$ cat config.mk
export PLATFORM = sky130hd
export DESIGN_NAME = exec_stage
export DESIGN_NICKNAME = d
export VERILOG_FILES = /design/src/rtl/exec_pkg.sv /design/src/rtl/exec_alu.sv /design/src/rtl/exec_branch.sv /design/src/rtl/exec_result_mux.sv /design/src/rtl/exec_pipe_reg.sv /design/src/rtl/exec_stage.sv
export SDC_FILE = /design/constraint.sdc
export NUM_CORES = 1
export LEC_CHECK = 0
export ABC_CLOCK_PERIOD_IN_PS = 15090
export BUFFER_PORTS_ARGS = -buffer_cell sky130_fd_sc_hd__buf_2
export CAP_MARGIN = 20
export CORE_ASPECT_RATIO = 1.5
export CORE_MARGIN = 5
export CORE_UTILIZATION = 41
export CTS_CLUSTER_SIZE = 40
export DETAILED_ROUTE_END_ITERATION = 10
export PLACE_DENSITY_LB_ADDON = 0.08
export SLEW_MARGIN = 10
export SYNTH_ARGS = -nofsm -noshare
export SYNTH_HDL_FRONTEND = slang
export SYNTH_SLANG_ARGS = --single-unit
$ cat constraint.sdc
create_clock -name g_clk -period 15.09 [get_ports g_clk]
set_input_delay 3.018 -clock g_clk [delete_from_list [all_inputs] [get_ports g_clk]]
set_output_delay 3.018 -clock g_clk [all_outputs]
set_load 0.01 [all_outputs]
$ cat src/rtl/exec_pkg.sv
// Shared widths, micro-op encodings and record types for the execute stage.
// Each RTL module imports this package inside its body. Ports use scoped names.

package exec_pkg;

    // Widths --------------------
    localparam int XLEN         = 32;  // Register width
    localparam int REG_ADDR_W   = 5;   // Register address width
    localparam int UOP_W        = 5;   // Micro-op width
    localparam int TRAP_CAUSE_W = 6;   // Trap cause carried in operand B

    // One-hot functional unit select
    typedef struct packed {
        logic csr;                     // CSR access
        logic cfu;                     // Control flow
        logic lsu;                     // Load/store
        logic alu;                     // Integer ALU
    } fu_t;

    // ALU view of the micro-op
    typedef enum logic [UOP_W-1:0] {
        ALU_ADD  = 5'd0,
        ALU_SUB  = 5'd1,
        ALU_XOR  = 5'd2,
        ALU_OR   = 5'd3,
        ALU_AND  = 5'd4,
        ALU_SLL  = 5'd5,
        ALU_SRL  = 5'd6,
        ALU_SRA  = 5'd7,
        ALU_ROR  = 5'd8,
        ALU_SLT  = 5'd9,
        ALU_SLTU = 5'd10
    } alu_uop_e;

    // Control flow classes and operations --------------------
    localparam logic [1:0] CFU_CLASS_COND   = 2'b00;
    localparam logic [1:0] CFU_CLASS_UNCOND = 2'b10;

    localparam logic [2:0] CFU_BEQ  = 3'd0;  // Conditional ops
    localparam logic [2:0] CFU_BNE  = 3'd1;
    localparam logic [2:0] CFU_BLT  = 3'd2;
    localparam logic [2:0] CFU_BGE  = 3'd3;
    localparam logic [2:0] CFU_BLTU = 3'd4;
    localparam logic [2:0] CFU_BGEU = 3'd5;

    localparam logic [2:0] CFU_JMP  = 3'd0;  // Unconditional ops
    localparam logic [2:0] CFU_JALI = 3'd1;
    localparam logic [2:0] CFU_JALR = 3'd2;

    // Resolved branch codes sent on to the next stage
    localparam logic [UOP_W-1:0] CFU_TAKEN     = 5'b11_001;
    localparam logic [UOP_W-1:0] CFU_NOT_TAKEN = 5'b11_000;

    typedef struct packed {
        logic [1:0] cls;               // Cond / uncond
        logic [2:0] op;                // Operation within class
    } cfu_view_t;

    typedef struct packed {
        logic       load;              // Load access
        logic       store;             // Store access
        logic [2:0] size;              // Access size and sign
    } lsu_view_t;

    // One micro-op word, read differently by each unit
    typedef union packed {
        logic [UOP_W-1:0] raw;
        alu_uop_e         alu;
        cfu_view_t        cfu;
        lsu_view_t        lsu;
    } uop_u;

    // Stage records --------------------
    typedef struct packed {
        logic [REG_ADDR_W-1:0] rd;     // Destination register
        logic [XLEN-1:0]       opr_a;
        logic [XLEN-1:0]       opr_b;
        logic [XLEN-1:0]       opr_c;
        uop_u                  uop;
        fu_t                   fu;
        logic                  trap;   // Trap raised upstream
        logic [1:0]            size;   // Instruction size
        logic [31:0]           instr;  // Instruction word
    } exec_in_t;

    typedef struct packed {
        logic [REG_ADDR_W-1:0] rd;
        logic [XLEN-1:0]       opr_a;
        logic [XLEN-1:0]       opr_b;
        uop_u                  uop;
        fu_t                   fu;
        logic                  trap;
        logic [1:0]            size;
        logic [31:0]           instr;
    } exec_out_t;

    // Same-cycle forwarding toward decode
    typedef struct packed {
        logic [REG_ADDR_W-1:0] rd;
        logic [XLEN-1:0]       wdata;  // ALU result or zero
        logic                  load;   // Load in flight
        logic                  csr;    // CSR op in flight
    } fwd_t;

endpackage

$ cat src/rtl/exec_alu.sv
// Single-cycle integer ALU of the execute stage.
// Produces the operation result plus the raw sum and compare flags,
// which the branch unit and load/store addressing share.

`timescale 1ns/1ps

module exec_alu (
    input  exec_pkg::fu_t              i_fu,          // Unit select
    input  exec_pkg::uop_u             i_uop,         // Micro-op word
    input  logic [exec_pkg::XLEN-1:0]  i_opr_a,       // Left operand
    input  logic [exec_pkg::XLEN-1:0]  i_opr_b,       // Right operand
    output logic [exec_pkg::XLEN-1:0]  o_result,      // Zero unless ALU selected
    output logic [exec_pkg::XLEN-1:0]  o_sum,         // Always A + B
    output logic                       o_lt_signed,   // A < B signed
    output logic                       o_lt_unsigned, // A < B unsigned
    output logic                       o_eq           // A == B
);

    import exec_pkg::*;

    // Shared datapath --------------------
    logic [4:0]        shamt;                         // Low 5 bits of B
    logic [XLEN-1:0]   diff;
    logic [XLEN-1:0]   shl;
    logic [XLEN-1:0]   shr_l;
    logic [XLEN-1:0]   shr_a;
    logic [2*XLEN-1:0] rot_wide;                      // A doubled for rotate
    logic [XLEN-1:0]   op_result;

    assign shamt    = i_opr_b[4:0];
    assign o_sum    = i_opr_a + i_opr_b;
    assign diff     = i_opr_a - i_opr_b;

    assign shl      = i_opr_a << shamt;
    assign shr_l    = i_opr_a >> shamt;
    assign shr_a    = $signed(i_opr_a) >>> shamt;      // Sign fill
    assign rot_wide = {i_opr_a, i_opr_a} >> shamt;     // Wraps low bits into top

    // Flags used by SLT/SLTU and by branches
    assign o_lt_signed   = $signed(i_opr_a) < $signed(i_opr_b);
    assign o_lt_unsigned = i_opr_a < i_opr_b;
    assign o_eq          = (i_opr_a == i_opr_b);

    // Operation select --------------------
    always_comb begin
        case (i_uop.alu)
            ALU_ADD:  op_result = o_sum;
            ALU_SUB:  op_result = diff;
            ALU_XOR:  op_result = i_opr_a ^ i_opr_b;
            ALU_OR:   op_result = i_opr_a | i_opr_b;
            ALU_AND:  op_result = i_opr_a & i_opr_b;
            ALU_SLL:  op_result = shl;
            ALU_SRL:  op_result = shr_l;
            ALU_SRA:  op_result = shr_a;
            ALU_ROR:  op_result = rot_wide[XLEN-1:0];
            ALU_SLT:  op_result = {{(XLEN-1){1'b0}}, o_lt_signed};
            ALU_SLTU: op_result = {{(XLEN-1){1'b0}}, o_lt_unsigned};
            default:  op_result = '0;                  // Unused codes
        endcase
    end

    // Keeps forwarding OR clean for other units
    assign o_result = i_fu.alu ? op_result : '0;

endmodule

$ cat src/rtl/exec_branch.sv
// Control flow resolution for the execute stage.
// Conditional branches are rewritten to taken / not-taken codes, and the
// jump or branch target is formed with bit 0 cleared.

`timescale 1ns/1ps

module exec_branch (
    input  exec_pkg::fu_t              i_fu,
    input  exec_pkg::uop_u             i_uop,
    input  logic [exec_pkg::XLEN-1:0]  i_opr_c,        // Precomputed target
    input  logic [exec_pkg::XLEN-1:0]  i_sum,          // rs1 + imm for jalr
    input  logic                       i_lt_signed,
    input  logic                       i_lt_unsigned,
    input  logic                       i_eq,
    output exec_pkg::uop_u             o_uop,          // Rewritten micro-op
    output logic [exec_pkg::XLEN-1:0]  o_target        // Jump / branch target
);

    import exec_pkg::*;

    logic is_cond;                                     // Conditional class
    logic is_jalr;                                     // Register-indirect jump
    logic taken;

    assign is_cond = i_fu.cfu && (i_uop.cfu.cls == CFU_CLASS_COND);
    assign is_jalr = i_fu.cfu && (i_uop.cfu.cls == CFU_CLASS_UNCOND) &&
                     (i_uop.cfu.op == CFU_JALR);

    // Per-op compare rule
    always_comb begin
        case (i_uop.cfu.op)
            CFU_BEQ:  taken = i_eq;
            CFU_BNE:  taken = !i_eq;
            CFU_BLT:  taken = i_lt_signed;
            CFU_BGE:  taken = !i_lt_signed;
            CFU_BLTU: taken = i_lt_unsigned;
            CFU_BGEU: taken = !i_lt_unsigned;
            default:  taken = 1'b0;
        endcase
    end

    always_comb begin
        o_uop = i_uop;                                 // Pass through by default
        if (is_cond) begin
            o_uop.raw = taken ? CFU_TAKEN : CFU_NOT_TAKEN;
        end
    end

    // Halfword aligned target
    assign o_target = is_jalr ? {i_sum[XLEN-1:1], 1'b0}
                              : {i_opr_c[XLEN-1:1], 1'b0};

endmodule

$ cat src/rtl/exec_result_mux.sv
// Builds the next-stage record from the unit results.
// Operands are chosen by the one-hot unit select, a trap cause replaces
// operand B, and the same-cycle forwarding record is formed here.

`timescale 1ns/1ps

module exec_result_mux (
    input  exec_pkg::exec_in_t         i_s2,           // Decoded instruction
    input  logic [exec_pkg::XLEN-1:0]  i_alu_result,   // Zero when not ALU
    input  logic [exec_pkg::XLEN-1:0]  i_sum,          // Effective address
    input  logic [exec_pkg::XLEN-1:0]  i_target,       // Control flow target
    input  exec_pkg::uop_u             i_cfu_uop,      // Resolved micro-op
    output exec_pkg::exec_out_t        o_next,         // Into pipeline register
    output exec_pkg::fwd_t             o_fwd           // Same-cycle forwarding
);

    import exec_pkg::*;

    logic [XLEN-1:0]         opr_a_sel;
    logic [XLEN-1:0]         opr_b_sel;
    logic [TRAP_CAUSE_W-1:0] trap_cause;

    // Operand A --------------------
    assign opr_a_sel = ({XLEN{i_s2.fu.alu}} & i_alu_result) |
                       ({XLEN{i_s2.fu.lsu}} & i_sum)        |
                       ({XLEN{i_s2.fu.cfu}} & i_target)     |
                       ({XLEN{i_s2.fu.csr}} & i_s2.opr_a);

    // Operand B --------------------
    // ALU and CFU leave it zero; store data or CSR value otherwise
    assign opr_b_sel = {XLEN{i_s2.fu.lsu | i_s2.fu.csr}} & i_s2.opr_c;

    assign trap_cause = {{(TRAP_CAUSE_W-REG_ADDR_W){1'b0}}, i_s2.rd};  // Cause in rd

    always_comb begin
        o_next.rd    = i_s2.rd;
        o_next.opr_a = opr_a_sel;
        o_next.opr_b = i_s2.trap ? {{(XLEN-TRAP_CAUSE_W){1'b0}}, trap_cause}
                                 : opr_b_sel;
        o_next.uop   = i_cfu_uop;                      // Non-CFU ops unchanged
        o_next.fu    = i_s2.fu;
        o_next.trap  = i_s2.trap;
        o_next.size  = i_s2.size;
        o_next.instr = i_s2.instr;
    end

    // Forwarding --------------------
    always_comb begin
        o_fwd.rd    = i_s2.rd;
        o_fwd.wdata = i_alu_result;
        o_fwd.load  = i_s2.fu.lsu && i_s2.uop.lsu.load;  // Result not ready yet
        o_fwd.csr   = i_s2.fu.csr;
    end

endmodule

$ cat src/rtl/exec_pipe_reg.sv
// One-deep pipeline register between execute and the next stage.
// Holds one item under back-pressure and reloads in the cycle it is taken.

`timescale 1ns/1ps

module exec_pipe_reg #(
    parameter int RLEN = 32                            // Record width
) (
    input  logic            g_clk,
    input  logic            g_resetn,
    input  logic            i_flush,                   // Drop held item
    input  logic [RLEN-1:0] i_data,                    // From this stage
    input  logic            i_valid,
    output logic            o_busy,                    // Back to producer
    output logic [RLEN-1:0] o_data,                    // To next stage
    output logic            o_valid,
    input  logic            i_busy                     // From next stage
);

    logic accept;

    // Full and blocked
    assign o_busy = o_valid && i_busy;
    assign accept = i_valid && !o_busy;

    always_ff @(posedge g_clk) begin
        if (!g_resetn) begin
            o_valid <= 1'b0;
        end else if (i_flush) begin
            o_valid <= 1'b0;                           // Flush beats load
        end else if (!o_busy) begin
            o_valid <= i_valid;                        // Empty or just taken
        end
    end

    always_ff @(posedge g_clk) begin
        if (accept && !i_flush) begin
            o_data <= i_data;
        end
    end

endmodule

$ cat src/rtl/exec_stage.sv
// Top of the execute stage. ALU, branch resolution and result select run in
// one cycle, then the record is registered toward the next stage.
// Forwarding information is driven combinationally from the input.

`timescale 1ns/1ps

module exec_stage (
    input  logic                  g_clk,
    input  logic                  g_resetn,
    input  logic                  i_flush,
    input  exec_pkg::exec_in_t    i_s2,                // From decode
    input  logic                  i_s2_valid,
    output logic                  o_s2_busy,
    output exec_pkg::exec_out_t   o_s3,                // To next stage
    output logic                  o_s3_valid,
    input  logic                  i_s3_busy,
    output exec_pkg::fwd_t        o_fwd
);

    import exec_pkg::*;

    // Unit outputs --------------------
    logic [XLEN-1:0] alu_result;
    logic [XLEN-1:0] alu_sum;
    logic            lt_signed;
    logic            lt_unsigned;
    logic            eq;
    uop_u            cfu_uop;
    logic [XLEN-1:0] cfu_target;
    exec_out_t       next_rec;                         // Pipeline register input

    exec_alu u_alu (
        .i_fu          (i_s2.fu),
        .i_uop         (i_s2.uop),
        .i_opr_a       (i_s2.opr_a),
        .i_opr_b       (i_s2.opr_b),
        .o_result      (alu_result),
        .o_sum         (alu_sum),
        .o_lt_signed   (lt_signed),
        .o_lt_unsigned (lt_unsigned),
        .o_eq          (eq)
    );

    exec_branch u_branch (
        .i_fu          (i_s2.fu),
        .i_uop         (i_s2.uop),
        .i_opr_c       (i_s2.opr_c),
        .i_sum         (alu_sum),
        .i_lt_signed   (lt_signed),
        .i_lt_unsigned (lt_unsigned),
        .i_eq          (eq),
        .o_uop         (cfu_uop),
        .o_target      (cfu_target)
    );

    exec_result_mux u_mux (
        .i_s2          (i_s2),
        .i_alu_result  (alu_result),
        .i_sum         (alu_sum),
        .i_target      (cfu_target),
        .i_cfu_uop     (cfu_uop),
        .o_next        (next_rec),
        .o_fwd         (o_fwd)
    );

    exec_pipe_reg #(
        .RLEN ($bits(exec_out_t))
    ) u_pipe_reg (
        .g_clk    (g_clk),
        .g_resetn (g_resetn),
        .i_flush  (i_flush),
        .i_data   (next_rec),
        .i_valid  (i_s2_valid),
        .o_busy   (o_s2_busy),
        .o_data   (o_s3),
        .o_valid  (o_s3_valid),
        .i_busy   (i_s3_busy)
    );

endmodule

==> results of run 1 <==
-- sequential cells by signal, summed over array words and instances (netlist names) --
register and count:
u_pipe_reg.o_data 113, u_pipe_reg.o_valid 1
-- Yosys cell counts, drive strengths merged, types with 36 or more instances --
cell      n  area, µm²
mux4     50       1130
a21oi   136        681
nand2   135        507
xnor2    36        315
nor2    222        833
inv      92        345
clkbuf  106        398
ha      104       1300
mux2i    69        691
nor3     41        210
buf      57        322
and2     40        250
o21ai   122        611
edfxtp  113       3390
-- area by class of cell --
cell class / count / area [µm²] / share of cell area, %
inverter: 96 / 360 / 2.08
multi-input combinational: 1478 / 10600 / 61.4
tap: 484 / 606 / 3.50
timing repair buffer: 337 / 1780 / 10.3
sequential: 114 / 3410 / 19.7
clock buffer: 19 / 433 / 2.50
clock inverter: 12 / 93.8 / 0.542
-- metrics by stage --
step	setup WS (ps)	utilization, %	instance area (µm²)	hold slack (ps)
finish	4430	47.3	17300	718
global route	4340	47.3	17300	766
CTS	4360	47.2	17300	730
detailed placement	4350	45.8	16700	722
global placement	4510	45.8	16700	688
floorplan	2910	-	15100	691
-- layer usage --
metal  GRT usage (%)  vias up  part of all wire, %
li1                -     7359                    -
met1            44.8     8343                   35
met2            65.9     1142                   48
met3            6.23      279                  8.2
met4            27.7        0                  8.6
met5               0        -                    0
-- worst paths after layout --
path                 startpoint                    end  slack [ps]  depth (start not counted)
max                    i_s2[80]              o_fwd[33]        4430                         13
min          u_pipe_reg.o_valid     u_pipe_reg.o_valid         720                          3
max reg2reg  u_pipe_reg.o_valid  u_pipe_reg.o_data[13]       12740                          4
min reg2reg  u_pipe_reg.o_valid     u_pipe_reg.o_valid         720                          3
-- cell families (layout without fill, tap and decap cells) --
logic type | count (synthesis) | after routing
flops | 114 | 114
buf+inv | 259 | 464
mux | 141 | 141
fa+ha+maj | 106 | 106
compound gates | 595 | 595
simple gates | 595 | 595
xor+xnor | 41 | 41
-- critical path: cells and delay by family --
kind	cells	cell delay (ps)
AO/OA/AOI/OAI	6	2490
adder cells (fa/ha/maj)	1	660
buffers and inverters	4	1090
multiplexers	1	120
AND/OR/NAND/NOR	1	220
-- cell usage in the layout, fill, tap and decap left out, types with 22 or more instances in the layout --
cell type,netlist,final
inv_1,91,90
nand2b_1,26,26
nand2_1,135,135
edfxtp_1,113,113
a222oi_1,23,23
mux2_2,22,22
ha_1,104,104
mux2i_1,69,69
nor2_1,222,221
and2_1,40,40
o221ai_1,27,27
a22oi_1,26,26
xnor2_1,36,36
o211ai_1,29,29
buf_2,29,303
nand3_1,33,33
a21oi_1,136,136
mux4_2,50,50
a31oi_1,27,27
buf_4,11,31
a211oi_1,27,27
nor3_1,40,39
nor2b_1,24,24
o21ai_0,111,111
-- where the power goes --
part           total, mW  internal [mW]  leakage (nW)  switching, mW
logic              0.548          0.177          5.80          0.371
registers          0.373          0.370          1.08        0.00352
clock network      0.351          0.221         0.245          0.129
total               1.27          0.768          7.13          0.503
==> flow_summary.toml, run 1 <==
[route]
totalWireLength_mm = 83.8
dr.pass1.iters = 9
drt_first_iter_violations = 2066
post_drt_wl_per_cell_um = 33.0
antenna_left = 0
vias_per_cell = 6.74
vias = 17100
drc = 0

[global_route]
grt_pass1_vias = 16200
grt_antenna_before_repair = 0
grt.overflow.total = 0
grt_usage_pct = 39.0
grt_max_degree = 79
grt_first_pass_wirelength_mm = 118

[synth]
syn_inst = 1851
yosysSeqAreaShare_pct = 22.6
ys_ff_latch = 114
synth-simple-area-share_pct = 18.5
ys.flop_type = "edfxtp_1"
synth_nets = 2107
avgSynthCellArea_um2 = 8.16
synth_top_family_by_area = "compound AO/OA/AOI/OAI gates"
synth-compound-area-share_pct = 26.9
ys_async_sr_fraction_pct = 0
yosys_warnings = 0
synth_enable_flop_cells = 113
synth_cell_types = 82
synthAdderAreaFrac_pct = 8.88
muxShareOfSynthArea_pct = 13.7
syn-cell-area_mm2 = 0.0151
synth_xor_area_share_pct = 2.38

[clock_network]
clock_path_buffers = 2
tritoncts = "yes"
cts_setup_buffers = 0
cts_root_buffer = "clkbuf_16"
insertion_delay_ps = 400
cts_hold_buf = 0
clk_pin_slew_ps = 50
cts_max_level = 4
numClockSinks = 114
cts_buffers = 17
cts_resized = 0

[run_status]
status = "finished clean"

[timing]
max_freq_ghz = 0.0938
slew_viol_final = 0
final-setup-viol-count = 0
period_share_pct = 70.6
tightestPinTransition_ps = 1220
grt_setup_unrepaired = "no"
final-hold-violation-count = 0
max_slew_margin_pct = 17.6
period_needed_ps = 10660
fin_worst_skew_ps = 5.88
finalSetupTns_ps = 0

[power_and_ir_drop]
power_density_mw_per_mm2 = 73.4
p_leak_nw = 7.13
power_mw = 1.27
ir_drop_mv = 0.0704

[final_layout]
final_cell_count_no_fill = 2540
fillCellCount = 3695
antenna_cells = 0
layout.nets = 2300
areaGrowthSynthToFinish_pct = 14.6
drive_above_1_share_pct = 22.0

[worst_setup_path]
cpMaxStageDelayCell = "a221oi_1"
cp-start-kind = "primary input"
cp.arrival_ps = 7640
cp_common_cell = "buf_2"
worstPathRequired_ps = 12070
endpoint_kind = "primary output"
crit_type = "in -> out"
crit_fanout = 35
crit_chain = "buf_2 > buf_4 > inv_1 > ha_1 > nand4b_1 > a211oi_1 > o21ai_0 > a221oi_1 > o21a_1 > mux2i_1 > o211a_1 > a21oi_1 > buf_2"
critical-path-max-stage-delay_ps = 730

[floorplanning]
dieArea_mm2 = 0.0409
fp.coreArea_mm2 = 0.0366
initial_core_util_pct = 41.3
fp-row-count = 86
die_w_um = 167
fp.dieH_um = 245
pin_count = 304

[placed_design]
routabilityCongestion = 1.10
place_inst = 2505
hpwlAfterDp_mm = 65.7
io_buffer_count = 303

[flow_run]
cap_violations = 0

[min_path]
holdCritPathClass = "reg -> reg"
No activity file was read; power rests on OpenSTA's default activity.
==> inputs of run 2 (changes only) <==
- ABC_AREA: default -> 1
- ABC_CLOCK_PERIOD_IN_PS: 15090 -> 9100
- clock period: 15.09 -> 9.1 ns (I/O delays scaled with it)
==> run 2 against run 1 <==
  * Sequential cell count is the same
  * Critical endpoint is now o_fwd[13]
  * Largest cell class unchanged
  * Via count grew 22%
  * Cell count grew 38%
  * Critical path depth grew 2
  * Clock power grew 100%
  * Clock skew grew 21 ps
==> flow_summary.toml, run 2 <==
[placed_design]
io_buffer_count = 303
routabilityCongestion = 1.14
hpwlAfterDp_mm = 76.8
place_inst = 3474

[run_status]
status = "finished clean"

[worst_setup_path]
r2r_setup_slack_ps = 6780
worstPathRequired_ps = 7280
cp_common_cell = "nand2_1"
crit_type = "in -> out"
cp.arrival_ps = 5290
crit_family = "simple AND/OR/NAND/NOR gates"
crit_fanout = 41
path_buf_inv = 4
endpoint_kind = "primary output"
cp-start-kind = "primary input"
crit_chain = "buf_2 > inv_2 > ha_1 > nand2_1 > nand3_1 > nand3_1 > nand2_1 > nand2_1 > nand2_1 > xor2_1 > nand2_1 > nand3_1 > o21bai_1 > inv_1 > buf_2"
cpMaxStageDelayCell = "xor2_1"
critical-path-max-stage-delay_ps = 580

[clock_network]
clock_path_buffers = 2
cts_buffers = 17
cts_resized = 0
cts_hold_buf = 0
cts_setup_buffers = 0
cts_root_buffer = "clkbuf_16"
insertion_delay_ps = 450
cts_max_level = 4
numClockSinks = 114
clk_pin_slew_ps = 60
tritoncts = "yes"

[synth]
syn-cell-area_mm2 = 0.0160
synth_nets = 3031
yosys_warnings = 0
synth_cell_types = 50
synth_commonest_cells = "nand2_1 (948), nand3_1 (475), inv_1 (406)"
yosysSeqAreaShare_pct = 21.3
synth_area_leader_cell = "nand2_1"
synthTopCellsByArea = "nand2_1 (22%), edfxtp_1 (21%), nand3_1 (15%)"
ys_async_sr_fraction_pct = 0
syn_inst = 2775
avgSynthCellArea_um2 = 5.77
synth.top_cell.area_share_pct = 22.2
synth_enable_flop_cells = 113
ys.flop_type = "edfxtp_1"
synth.most_common_cell = "nand2_1"
ys_ff_latch = 114

[floorplanning]
fp-row-count = 88
fp.coreArea_mm2 = 0.0385
die_w_um = 171
initial_core_util_pct = 41.5
fp.dieH_um = 252
dieArea_mm2 = 0.0432
pin_count = 304

[route]
totalWireLength_mm = 96.5
post_drt_wl_per_cell_um = 27.5
antenna_left = 0
drc = 0
vias = 20900
dr.pass1.iters = 6
drt_first_iter_violations = 2470
vias_per_cell = 5.95

[timing]
max_slew_margin_pct = 21.4
final-setup-viol-count = 0
slew_viol_final = 0
max_freq_ghz = 0.141
period_share_pct = 78.2
finalSetupTns_ps = 0
final-hold-violation-count = 0
grt_setup_unrepaired = "no"
tightestPinTransition_ps = 1170
fin_worst_skew_ps = 27.1
period_needed_ps = 7110

[final_layout]
largest_register = "u_pipe_reg.o_data"
regArea_mm2 = 0.00341
multi_input_area_mm2 = 0.0104
final_cell_mix = "nand2_1 (948), nand3_1 (475), inv_1 (405)"
fillCellCount = 4284
layout.nets = 3254
top_regs = "u_pipe_reg.o_data (113), u_pipe_reg.o_valid (1)"
final_common_cell = "nand2_1"
largest_register_ff_count = 113
drive_above_1_share_pct = 13.5
final_util_pct = 47.5
areaGrowthSynthToFinish_pct = 14.4
final_cell_count_no_fill = 3509

[global_route]
grt_usage_pct = 43.0
grt_max_degree = 83
grt_antenna_before_repair = 3
grt_first_pass_wirelength_mm = 134
grt.overflow.total = 0
grt_pass1_vias = 20300

[min_path]
holdCritPathClass = "reg -> reg"

[power_and_ir_drop]
power_frac_seq_pct = 27.4
power_mw = 2.25
p_sw_share_pct = 45.0
ir_drop_mv = 0.202
power_density_mw_per_mm2 = 123
power.internal_mw = 1.24
p_leak_nw = 10.4
clkPwrFrac_pct = 31.4
combPwrFrac_pct = 41.2
p_sw_mw = 1.01

[flow_run]
cap_violations = 0
## run 2: changes by cell type after synthesis, sizes merged, moves of 50 or more
cell / before / now
nand3: 33 / 478
nand2: 135 / 956
mux4: 50 / 0
mux2i: 69 / 0
inv: 92 / 421
clkbuf: 106 / 31
## run 2: metrics by stage
stage	hold WS [ps]	setup WS [ps]	instance area (µm²)
floorplan	682	1830	16000
global placement	595	2120	17700
detailed placement	619	2180	17700
CTS	630	2160	18300
global route	669	1920	18300
finish	623	1990	18300
## run 2: layout make-up
cell class	instances	area share, %
well taps	495	3.38
diodes	3	0.0410
inverters	421	8.66
multi-input cells	2121	56.9
clock buffers	17	2.32
clock inverters	15	0.882
repair buffers	323	9.11
flip-flops and latches	114	18.7
## run 2: power groups by stage
stage          Clock (mW)  Combinational [mW]  Sequential (mW)
2_1_floorplan           0               0.506            0.646
3_3_place_gp            0               0.882            0.628
3_5_place_dp            0               0.882            0.629
4_1_cts             0.709               0.886            0.618
5_1_grt             0.731               0.983            0.619
6_report            0.708               0.927            0.617
## run 2: final timing paths
check,endpoint,startpoint,depth (start not counted)
worst max register to register,u_pipe_reg.o_data[59],u_pipe_reg.o_valid,5
worst min register to register,u_pipe_reg.o_valid,u_pipe_reg.o_valid,4
worst min-delay path,u_pipe_reg.o_valid,u_pipe_reg.o_valid,4
worst max-delay path,o_fwd[13],i_s2[77],15
## run 2: cells by family after synthesis
| logic type | after synthesis | synth area share, % |
|---|---|---|
| xor+xnor | 10 | 0.547 |
| simple gates | 1752 | 46.8 |
| compound gates | 253 | 9.32 |
| fa+ha+maj | 106 | 8.38 |
| flops | 114 | 21.3 |
| buf+inv | 540 | 13.6 |
## run 2: metal layers
metal	wire (µm)	up-vias	share of wire [%]	GRT usage [%]
met5	19	-	0.020	0
met1	31100	9450	32	45.2
met3	9580	523	9.9	8.79
met2	43900	1518	45	70.5
met4	11900	2	12	40.6
li1	-	9381	-	-
## run 2: tightest hold or removal path: cells and delay by family, from the launching register on
| kind | cells | cell delay, ps |
|---|---|---|
| DFF | 1 | 330 |
| and+or+nand+nor | 2 | 140 |
| AOI/OAI and AO/OA | 1 | 70 |
| buffers and inverters | 1 | 60 |
